--- config.mk ---
export PLATFORM = sky130hd
export DESIGN_NAME = app_top
export DESIGN_NICKNAME = d
export VERILOG_FILES = /design/src/source/app_pkg.sv /design/src/source/opb_addr_decode.sv /design/src/source/id_scratch_regs.sv /design/src/source/tick_gen.sv /design/src/source/gpio_regs.sv /design/src/source/app_top.sv
export SDC_FILE = /design/constraint.sdc
export NUM_CORES = 1
export LEC_CHECK = 0
export ABC_CLOCK_PERIOD_IN_PS = 3100
export BUFFER_PORTS_ARGS = -buffer_cell sky130_fd_sc_hd__buf_4
export CAP_MARGIN = 15
export CORE_ASPECT_RATIO = 1.1
export CORE_MARGIN = 1
export CORE_UTILIZATION = 40
export CTS_CLUSTER_SIZE = 25
export DETAILED_ROUTE_END_ITERATION = 8
export GPL_TIMING_DRIVEN = 0
export HOLD_SLACK_MARGIN = 0.06
export PLACE_DENSITY = 0.58
export SKIP_LAST_GASP = 1
export SYNTH_ARGS = -nofsm -noshare
export SYNTH_HDL_FRONTEND = slang
export SYNTH_SLANG_ARGS = --single-unit
--- constraint.sdc ---
create_clock -name opb_clk -period 3.1 [get_ports opb_clk]
set_clock_uncertainty 0.1 [all_clocks]
set_input_delay 0.62 -clock opb_clk [delete_from_list [all_inputs] [get_ports opb_clk]]
set_output_delay 0.62 -clock opb_clk [all_outputs]
set_load 0.1 [all_outputs]
--- src/source/app_pkg.sv ---
/*
 * Shared bus types, address layout and build constants for the register core.
 * Imported by every RTL module through a wildcard import in the module header.
 */
`default_nettype none

package app_pkg;

    // ======================================================================
    // Bus word and address layout
    // ======================================================================

    typedef logic [31:0] opb_word_t;                // One bus data word

    typedef union packed {
        opb_word_t raw;                             // Whole address word
        struct packed {
            logic [15:0] unused;                    // Upper half not decoded
            logic [7:0]  blk;                       // Block select field
            logic [7:0]  offset;                    // Register inside block
        } fields;
    } opb_addr_u;

    typedef struct packed {
        opb_addr_u addr;                            // Access address
        opb_word_t wdata;                           // Write data
        logic      re;                              // Single cycle read strobe
        logic      we;                              // Single cycle write strobe
    } opb_req_t;                                    // 66 bits from the master

    typedef struct packed {
        logic idreg;                                // Identity and scratch
        logic tick;                                 // Tick generator
        logic gpio;                                 // GPIO and LEDs
    } blk_sel_t;

    // ======================================================================
    // Block codes and constants
    // ======================================================================

    localparam logic [7:0] BLK_IDREG = 8'h00;
    localparam logic [7:0] BLK_TICK  = 8'h01;
    localparam logic [7:0] BLK_GPIO  = 8'h02;

    // Build words used as top level defaults
    localparam opb_word_t DEF_FW_VERSION = 32'h0000_0001;
    localparam opb_word_t DEF_FPGA_ID    = 32'h0000_0100;
    localparam opb_word_t DEF_BUILD_DATE = 32'h2025_0809;  // YYYY_MMDD

    localparam int GPIO_IN_W  = 16;                 // Input bank width
    localparam int GPIO_OUT_W = 16;                 // Output bank width
    localparam int LED_W      = 3;                  // Status LED count

    localparam opb_word_t UNMAPPED_READ = 32'h0000_0000;   // Unknown block or offset

endpackage

`default_nettype wire

--- src/source/opb_addr_decode.sv ---
/*
 * Block decoder for the register bus. Selects follow the block field at once
 * and the chosen peripheral word is captured into opb_rdata on a read strobe.
 */
`timescale 1ns/10ps
`default_nettype none

module opb_addr_decode import app_pkg::*; (
    input  logic      opb_clk,
    input  logic      rst_n,
    input  opb_req_t  opb_req,
    input  opb_word_t idreg_rdata,
    input  opb_word_t tick_rdata,
    input  opb_word_t gpio_rdata,
    output blk_sel_t  sel,
    output opb_word_t opb_rdata
);

    logic [7:0] blk;                                // Block field of this access
    opb_word_t  rd_mux;                             // Word of the addressed block

    assign blk = opb_req.addr.fields.blk;

    // One-hot selects, all low for unknown blocks
    always_comb begin
        sel = '0;
        case (blk)
            BLK_IDREG: sel.idreg = 1'b1;
            BLK_TICK:  sel.tick  = 1'b1;
            BLK_GPIO:  sel.gpio  = 1'b1;
            default:   sel       = '0;
        endcase
    end

    always_comb begin
        case (blk)
            BLK_IDREG: rd_mux = idreg_rdata;
            BLK_TICK:  rd_mux = tick_rdata;
            BLK_GPIO:  rd_mux = gpio_rdata;
            default:   rd_mux = UNMAPPED_READ;
        endcase
    end

    // Read data holds until the next read
    always_ff @(posedge opb_clk or negedge rst_n) begin
        if (!rst_n) begin
            opb_rdata <= '0;
        end else if (opb_req.re) begin
            opb_rdata <= rd_mux;                    // Valid from the next cycle
        end
    end

endmodule

`default_nettype wire

--- src/source/id_scratch_regs.sv ---
/*
 * Identity block with read-only version, FPGA ID and build date words and one
 * read/write scratch word used by software to check bus access.
 */
`timescale 1ns/10ps
`default_nettype none

module id_scratch_regs import app_pkg::*; #(
    parameter opb_word_t fw_version = DEF_FW_VERSION,
    parameter opb_word_t fpga_id    = DEF_FPGA_ID,
    parameter opb_word_t build_date = DEF_BUILD_DATE
) (
    input  logic      opb_clk,
    input  logic      rst_n,
    input  logic      sel,
    input  opb_req_t  opb_req,
    output opb_word_t rdata
);

    localparam logic [7:0] ofs_version = 8'd0;
    localparam logic [7:0] ofs_id      = 8'd1;
    localparam logic [7:0] ofs_date    = 8'd2;
    localparam logic [7:0] ofs_scratch = 8'd3;

    opb_word_t scratch_q;                           // Software scratch word

    always_ff @(posedge opb_clk or negedge rst_n) begin
        if (!rst_n) begin
            scratch_q <= '0;
        end else if (sel && opb_req.we && opb_req.addr.fields.offset == ofs_scratch) begin
            scratch_q <= opb_req.wdata;
        end
    end

    // Read word follows the offset continuously
    always_comb begin
        case (opb_req.addr.fields.offset)
            ofs_version: rdata = fw_version;        // Read only
            ofs_id:      rdata = fpga_id;           // Read only
            ofs_date:    rdata = build_date;        // Read only
            ofs_scratch: rdata = scratch_q;
            default:     rdata = UNMAPPED_READ;
        endcase
    end

endmodule

`default_nettype wire

--- src/source/tick_gen.sv ---
/*
 * Fast tick pulse and slow square wave derived from opb_clk, with a bus
 * enable bit and a count of slow toggles for software.
 */
`timescale 1ns/10ps
`default_nettype none

module tick_gen import app_pkg::*; #(
    parameter int unsigned clks_per_tick    = 50000,
    parameter int unsigned ticks_per_toggle = 1000
) (
    input  logic      opb_clk,
    input  logic      rst_n,
    input  logic      sel,
    input  opb_req_t  opb_req,
    output logic      tick,
    output logic      slow_sq,
    output opb_word_t rdata
);

    localparam int cyc_w = $clog2(clks_per_tick + 1);
    localparam int tck_w = $clog2(ticks_per_toggle + 1);
    localparam logic [cyc_w-1:0] cyc_last = cyc_w'(clks_per_tick - 1);
    localparam logic [tck_w-1:0] tck_last = tck_w'(ticks_per_toggle - 1);
    localparam logic [7:0] ofs_ctrl   = 8'd0;
    localparam logic [7:0] ofs_toggle = 8'd1;

    logic             en_q;                         // Control bit 0
    logic [cyc_w-1:0] cyc_cnt;                      // Clocks inside one tick
    logic [tck_w-1:0] tck_cnt;                      // Ticks inside one half period
    logic [15:0]      toggle_cnt;                   // Slow toggles since reset

    assign tick = en_q && (cyc_cnt == cyc_last);    // One cycle wide

    // ======================================================================
    // Counters
    // ======================================================================

    always_ff @(posedge opb_clk or negedge rst_n) begin
        if (!rst_n) begin
            en_q       <= 1'b1;                     // Running out of reset
            cyc_cnt    <= '0;
            tck_cnt    <= '0;
            slow_sq    <= 1'b0;
            toggle_cnt <= '0;
        end else begin
            if (sel && opb_req.we && opb_req.addr.fields.offset == ofs_ctrl) begin
                en_q <= opb_req.wdata[0];
            end
            if (!en_q) begin
                cyc_cnt <= '0;                      // Restart from a full period
            end else if (tick) begin
                cyc_cnt <= '0;
            end else begin
                cyc_cnt <= cyc_cnt + 1'b1;
            end
            if (tick) begin
                if (tck_cnt == tck_last) begin
                    tck_cnt    <= '0;
                    slow_sq    <= ~slow_sq;
                    toggle_cnt <= toggle_cnt + 1'b1;    // Wraps at 16 bits
                end else begin
                    tck_cnt <= tck_cnt + 1'b1;
                end
            end
        end
    end

    always_comb begin
        case (opb_req.addr.fields.offset)
            ofs_ctrl:   rdata = {30'd0, slow_sq, en_q};
            ofs_toggle: rdata = {16'd0, toggle_cnt};
            default:    rdata = UNMAPPED_READ;
        endcase
    end

endmodule

`default_nettype wire

--- src/source/gpio_regs.sv ---
/*
 * GPIO block with synchronized inputs, an output latch and the LED register.
 * Also holds the bus wake-up flag that moves the heartbeat LED to software.
 */
`timescale 1ns/10ps
`default_nettype none

module gpio_regs import app_pkg::*; (
    input  logic                  opb_clk,
    input  logic                  rst_n,
    input  logic                  sel,
    input  logic                  slow_sq,
    input  opb_req_t              opb_req,
    input  logic [GPIO_IN_W-1:0]  gpio_in,
    output logic [GPIO_OUT_W-1:0] gpio_out,
    output logic [LED_W-1:0]      stat_led_n,
    output logic                  heartbeat_led_n,
    output opb_word_t             rdata
);

    localparam logic [7:0] ofs_in  = 8'd0;
    localparam logic [7:0] ofs_out = 8'd1;
    localparam logic [7:0] ofs_led = 8'd2;

    logic [GPIO_IN_W-1:0] in_meta;                  // First synchronizer stage
    logic [GPIO_IN_W-1:0] in_sync;                  // Second stage, read by software
    logic [LED_W:0]       led_q;                    // Status LEDs plus heartbeat on top
    logic                 wakeup_q;                 // Set by the first bus access
    logic                 wr_en;

    assign wr_en = sel && opb_req.we;

    // ======================================================================
    // Input synchronizer
    // ======================================================================

    always_ff @(posedge opb_clk) begin
        in_meta <= gpio_in;
        in_sync <= in_meta;
    end

    // ======================================================================
    // Output latch, LED register and wake-up flag
    // ======================================================================

    always_ff @(posedge opb_clk or negedge rst_n) begin
        if (!rst_n) begin
            gpio_out <= '0;
            led_q    <= '0;                         // All LEDs dark
            wakeup_q <= 1'b0;
        end else begin
            if (wr_en && opb_req.addr.fields.offset == ofs_out) begin
                gpio_out <= opb_req.wdata[GPIO_OUT_W-1:0];
            end
            if (wr_en && opb_req.addr.fields.offset == ofs_led) begin
                led_q <= opb_req.wdata[LED_W:0];
            end
            if (opb_req.re || opb_req.we) begin
                wakeup_q <= 1'b1;                   // Any block counts
            end
        end
    end

    // Pins are active low
    assign stat_led_n = ~led_q[LED_W-1:0];

    // Slow blink until software has touched the bus
    assign heartbeat_led_n = wakeup_q ? ~led_q[LED_W] : slow_sq;

    always_comb begin
        case (opb_req.addr.fields.offset)
            ofs_in:  rdata = opb_word_t'(in_sync);
            ofs_out: rdata = opb_word_t'(gpio_out);
            ofs_led: rdata = opb_word_t'(led_q);    // Bit 3 is heartbeat
            default: rdata = UNMAPPED_READ;
        endcase
    end

endmodule

`default_nettype wire

--- src/source/app_top.sv ---
/*
 * Register core top level. Carries the build parameters and ties the decoder
 * to the identity, tick and GPIO blocks on one shared bus.
 */
`timescale 1ns/10ps
`default_nettype none

module app_top import app_pkg::*; #(
    parameter opb_word_t   fw_version       = DEF_FW_VERSION,
    parameter opb_word_t   fpga_id          = DEF_FPGA_ID,
    parameter opb_word_t   build_date       = DEF_BUILD_DATE,
    parameter int unsigned clks_per_tick    = 50000,    // 2 kHz at 100 MHz
    parameter int unsigned ticks_per_toggle = 1000      // 1 Hz square
) (
    input  logic                  opb_clk,
    input  logic                  rst_n,
    input  opb_req_t              opb_req,
    input  logic [GPIO_IN_W-1:0]  gpio_in,
    output opb_word_t             opb_rdata,
    output logic                  tick_out,         // Replaces the 2 kHz clock out
    output logic [GPIO_OUT_W-1:0] gpio_out,
    output logic [LED_W-1:0]      stat_led_n,
    output logic                  heartbeat_led_n
);

    blk_sel_t  sel;                                 // One-hot block selects
    opb_word_t idreg_rdata;
    opb_word_t tick_rdata;
    opb_word_t gpio_rdata;
    logic      slow_sq;                             // Slow blink for the heartbeat

    // ======================================================================
    // Decoder and peripherals
    // ======================================================================

    opb_addr_decode u_decode (
        .opb_clk     (opb_clk),
        .rst_n       (rst_n),
        .opb_req     (opb_req),
        .idreg_rdata (idreg_rdata),
        .tick_rdata  (tick_rdata),
        .gpio_rdata  (gpio_rdata),
        .sel         (sel),
        .opb_rdata   (opb_rdata)
    );

    id_scratch_regs #(
        .fw_version (fw_version),
        .fpga_id    (fpga_id),
        .build_date (build_date)
    ) u_idreg (
        .opb_clk (opb_clk),
        .rst_n   (rst_n),
        .sel     (sel.idreg),
        .opb_req (opb_req),
        .rdata   (idreg_rdata)
    );

    tick_gen #(
        .clks_per_tick    (clks_per_tick),
        .ticks_per_toggle (ticks_per_toggle)
    ) u_tick (
        .opb_clk (opb_clk),
        .rst_n   (rst_n),
        .sel     (sel.tick),
        .opb_req (opb_req),
        .tick    (tick_out),                        // Straight to the pin
        .slow_sq (slow_sq),
        .rdata   (tick_rdata)
    );

    gpio_regs u_gpio (
        .opb_clk         (opb_clk),
        .rst_n           (rst_n),
        .sel             (sel.gpio),
        .slow_sq         (slow_sq),
        .opb_req         (opb_req),
        .gpio_in         (gpio_in),
        .gpio_out        (gpio_out),
        .stat_led_n      (stat_led_n),
        .heartbeat_led_n (heartbeat_led_n),
        .rdata           (gpio_rdata)
    );

endmodule

`default_nettype wire

* Word level (Yosys, flattened, before mapping)
Index checks and enable logic that the tools add are counted.
** Cells by class
- Add/subtract/negate cells :: 3
- Reduce and logical (&&, ||, !) cells :: 12
- Equality and inequality tests :: 7
- Bitwise logic cells :: 3
- Mux-type cells :: 11
** Operators with widths (number)
- $pmux 32 s4 :: 1
- $pmux 32 s3 :: 1
- $pmux 16 s3 :: 1
- $add 16x1->16 const B :: 2
- $mux 16 :: 2
- $pmux 16 s2 :: 1
- $eq 8x2->1 const B :: 3
- $eq 16x16->1 const B :: 1
- $eq 8x1->1 const B :: 2
- $logic_not 8->1 :: 2
- $add 10x1->10 const B :: 1
- $eq 10x10->1 const B :: 1
- $mux 10 :: 1
- $logic_and 1x1->1 :: 8
- $mux 1 :: 4
- $not 3->3 :: 1
- $not 1->1 :: 2
- $reduce_and 2->1 :: 1
- $logic_or 1x1->1 :: 1
** Word-level totals
- Logic and storage cells :: 48
- Bits in registers :: 161

* Longest topological paths before layout
- Depth after elaboration :: 4
- Mapped depth :: 9
- Depth with buffers taken out :: 6

* Hierarchy
Synthesis repeated with hierarchy kept, for this count alone.
** Unflattened totals
- Cells, all modules :: 712
- Area, all modules :: 8236.6 µm²
** Modules (own cells, without submodules)
- tick_gen :: area an instance 2466.1 µm², times used 1, cells an instance 257
- opb_addr_decode :: area an instance 2321.0 µm², times used 1, cells an instance 188
- gpio_regs :: area an instance 1949.4 µm², times used 1, cells an instance 146
- id_scratch_regs :: area an instance 1500.2 µm², times used 1, cells an instance 121

* Worst setup path after synthesis
OpenSTA, ideal clock, no wires.
- Path kind :: register to output
- From :: register u_tick.cyc_cnt[0]
- To :: output port tick_out
- Cell stages (with the launch flop) :: 5
- Setup slack :: -1.666 ns
- Arrival :: 4.046 ns
- Required time :: 2.380 ns
- Path through :: dfrtp_1 > ha_1 > nand3_1 > or4_1 > nor4_1
** On the way
- Cells in the longest elaborated chain, start to end :: 2
** Ends and longest elaborated chain
- from (decl) :: line tick_gen.sv:29 : logic [cyc_w-1:0] cyc_cnt;
- from (signal assigned) :: line tick_gen.sv:55 : cyc_cnt <= cyc_cnt + 1'b1;
- $eq 16x16->1 :: line tick_gen.sv:33 : assign tick = en_q && (cyc_cnt == cyc_last);
- $logic_and 1x1->1 :: line tick_gen.sv:33
- to (decl) :: line app_top.sv:20 : output logic tick_out,
Every way passes these cells.

* Worst setup path in the final report
Ends and elaborated chain as after synthesis.

==> out/results.tsv <==
stage	metric	value	unit
timing	setup_violations	0	
timing	rsz0062_at_grt	yes	
final_layout	n_antenna_cell	0	
clocking	clk_pin_slew_worst_paths	60	ps
power	power.leakage	3.853	nW
power	p_sw	1.005	mW
final_layout	area_growth_syn_to_layout	27.40	%
worst_setup_path	required	2380	ps
worst_setup_path	arrival	2260	ps
outcome	status	finished, final reports clean	
synth	avgSynthCellArea	11.51	µm²
global_routing	grt_pass1_vias	4951	
routing	finalWirelength	15730	µm
die	start_util	41.38	%
worst_setup_path	crit_path_max_fanout	4	
power	power_frac_seq	47.4	%
place	dp_hpwl	11330	µm
global_routing	grt_max_degree	83	
synth	syn_inst	572	
worst_setup_path	start_kind	flop	
routing	dr.first_iter.drc_count	248	
routing	drt_pass1_iterations	7	
timing	finalHoldViolCount	0	
power	sw_frac_of_total	22.29	%
clocking	cts_tree	built	
timing	report.final.slew_viol_count	0	
global_routing	grt_use_total	19.60	%
synth	synth_fp_nets	659	
power	clkPwrFrac	46.7	%
synth	synth_edf_count	0	
synth	ys.flop_type	dfrtp_1	
final_layout	nets	799	
final_layout	fillers	1417	
die	core-area	0.01592	mm²
place	portBuffers	118	
power	combPwrFrac	5.9	%
die	dieArea	0.01698	mm²
clocking	htreeDepth	4	
power	p_per_area	537.5	mW/mm²
global_routing	grt_antenna_before_repair	0	
die	num_rows	48	
clocking	numCtsBuffers	17	
timing	max_freq	335.5	MHz
routing	viasPerCell	5.155	
final_layout	multiInputGateArea	0.002524	mm²
clocking	clock_latency	430	ps
clocking	clock_sinks	161	
place	gp_congestion	0.8555	
timing	timing.final.crit_share	96.14	%
routing	vias	4768	
flow_run	maxCapViolCount	0	
synth	ys_seq_elements	161	
global_routing	grt_pass1_wl	25890	µm
timing	slew_headroom	42.52	%
power	fin_total_pwr	4.509	mW
routing	drtAntennaViolNets	0	
global_routing	grt-ovfl-total	0	
synth	ys_seq_area_share	58.77	%
synth	async_flop_share	80.12	%
power	irDropWorstVdd	0.3984	mV
routing	routedWlPerCell	17.01	µm
final_layout	seq_area	0.003870	mm²
timing	fin_ws	119.7	ps
worst_setup_path	path_class	reg2out	
synth	yosysUniqueCellTypes	49	
routing	drcViolationCount	0	
clocking	clockBufferDepth	2	
timing	worst_pin_slew	858.4	ps
place	pre_cts_slack	-180.6	ps
worst_setup_path	cp-end-kind	output pin	
die	dieWidth	124.3	µm
synth	yosysWarnings	0	
clocking	cts_root_buffer	clkbuf_16	
power	p_int	3.504	mW
timing	finalCriticalPeriod	2980	ps
die	die_y	136.6	µm
hold_path	hp-class	in2reg	
worst_setup_path	r2r_setup_slack	410	ps
die	ios	137	
synth	netlist_area	0.006585	mm²
final_layout	drive_above_1_share	31.03	%
## stage by stage
stage	area, µm²	hold WS (ps)	std cells	setup TNS [ps]	utilization (%)
after floorplan	6600	209.6	572	0	-
after global placement	7736	212.0	890	-2020	48.61
after detailed placement	7767	212.1	891	-2031	48.81
after CTS	8374	176.9	925	0	52.62
after global routing	8389	177.3	925	-13.25	52.71
final	8389	192.6	925	0	52.71
## layout by cell type, fill, tap and decap left out, types with 5 or more instances in the layout
cell / synthesis / final
a22o_1: 10 / 10
dfrtp_1: 128 / 128
a22oi_1: 10 / 10
nand4_1: 9 / 9
dfxtp_1: 32 / 32
nand3_1: 24 / 23
nor3_1: 8 / 8
o21ai_0: 21 / 21
mux2_2: 64 / 64
and3_1: 8 / 8
buf_4: 0 / 117
clkbuf_1: 20 / 24
o22ai_1: 8 / 8
nor2_1: 45 / 45
nand2_1: 40 / 40
xor2_1: 10 / 10
nor2b_1: 6 / 6
xnor2_1: 25 / 25
mux2i_1: 5 / 5
nor4_1: 6 / 5
clkbuf_16: 0 / 17
inv_1: 32 / 32
a21oi_1: 15 / 15
and4_1: 5 / 5
## sequential cells by signal, summed over array words and instances (netlist names)
signal and flops:
u_decode.opb_rdata 32, u_tick.cyc_cnt 16, u_gpio.gpio_out 16, u_gpio.in_meta 16, u_tick.slow_sq 1, u_gpio.led_q 4
u_gpio.in_sync 16, u_gpio.wakeup_q 1, u_idreg.scratch_q 32, u_tick.tck_cnt 10, u_tick.en_q 1, u_tick.toggle_cnt 16
## metal layers
| metal | up-vias | track usage, % | routed length, µm |
|---|---|---|---|
| met1 | 2344 | 25.25 | 7051 |
| met4 | 0 | 6.693 | 240 |
| met5 | - | 0 | 0 |
| li1 | 2281 | - | - |
| met3 | 22 | 4.105 | 722 |
| met2 | 121 | 32.93 | 7716 |
## power groups by stage
stage / Combinational (mW) / Sequential (mW) / Clock, mW
3_5_place_dp: 0.269 / 2.18 / 0
4_1_cts: 0.271 / 2.14 / 2.15
5_1_grt: 0.290 / 2.14 / 2.24
2_1_floorplan: 0.0479 / 2.25 / 0
3_3_place_gp: 0.261 / 2.18 / 0
6_report: 0.267 / 2.14 / 2.10
## kinds of logic after synthesis
family	share of synthesized area (%)
mux	11.70
buf+inv	3.306
compound gates	7.581
xor+xnor	4.655
flops	58.77
simple gates	13.41
fa+ha+maj	0.5701
## critical path: stages (launching register included)
cell and delay (ps):
dfrtp_1 390, ha_1 240, nand3_2 130, or4_1 540, nor4_4 270, buf_6 270
## final timing paths
| check | cells past startpoint | startpoint | endpoint |
|---|---|---|---|
| hold reg to reg | 0 | u_gpio.in_meta[10] | u_gpio.in_sync[10] |
| min in group asynchronous | 2 | rst_n | u_idreg.scratch_q[23] |
| setup / recovery | 5 | u_tick.cyc_cnt[0] | tick_out |
| setup reg to reg | 6 | u_tick.cyc_cnt[13] | u_tick.toggle_cnt[13] |
| max in group asynchronous | 3 | rst_n | u_tick.tck_cnt[4] |
| hold / removal | 1 | gpio_in[7] | u_gpio.in_meta[7] |
## synth_stat cells, types with 3 or more instances
cell type,count,area [µm²]
o21ai_0,21,105.1
buf_1,3,11.26
o31ai_1,3,22.52
nor2b_1,6,37.54
a22oi_1,10,75.07
nand3_1,24,120.1
nor4_1,6,37.54
nand2_1,40,150.1
and4_1,5,43.79
and3_1,8,50.05
xor2_1,10,87.58
mux2_2,64,720.7
nor3_1,8,40.04
a22o_1,10,87.58
dfrtp_1,128,3203
dfxtp_1,32,640.6
clkbuf_1,20,75.07
nand4_1,9,56.30
ha_1,3,37.54
o22ai_1,8,50.05
xnor2_1,25,219.0
mux2i_1,5,50.05
nor2_1,45,168.9
a21oi_1,15,75.07
inv_1,32,120.1
## what timing repair did
item / 4_1_cts / 5_1_grt
cloned: 0 / 0
hold buffers: 1 / 0
endpoints found under the setup margin: 1 / 11
resized for setup: 0 / 3
endpoints found under the hold margin: 46 / 0
pin swaps: 1 / 0
buffers inserted: 1 / 0
## layout make-up
cell class              instances  area share [%]
inverters                      32           1.432
plain buffers                  24           1.163
multi-input cells             355           30.08
clock inverters                10           1.611
clock buffers                  22           5.414
repair buffers                121           11.19
well taps                     200           2.983
flip-flops and latches        161           46.13
No activity file was read; power rests on OpenSTA's default activity.
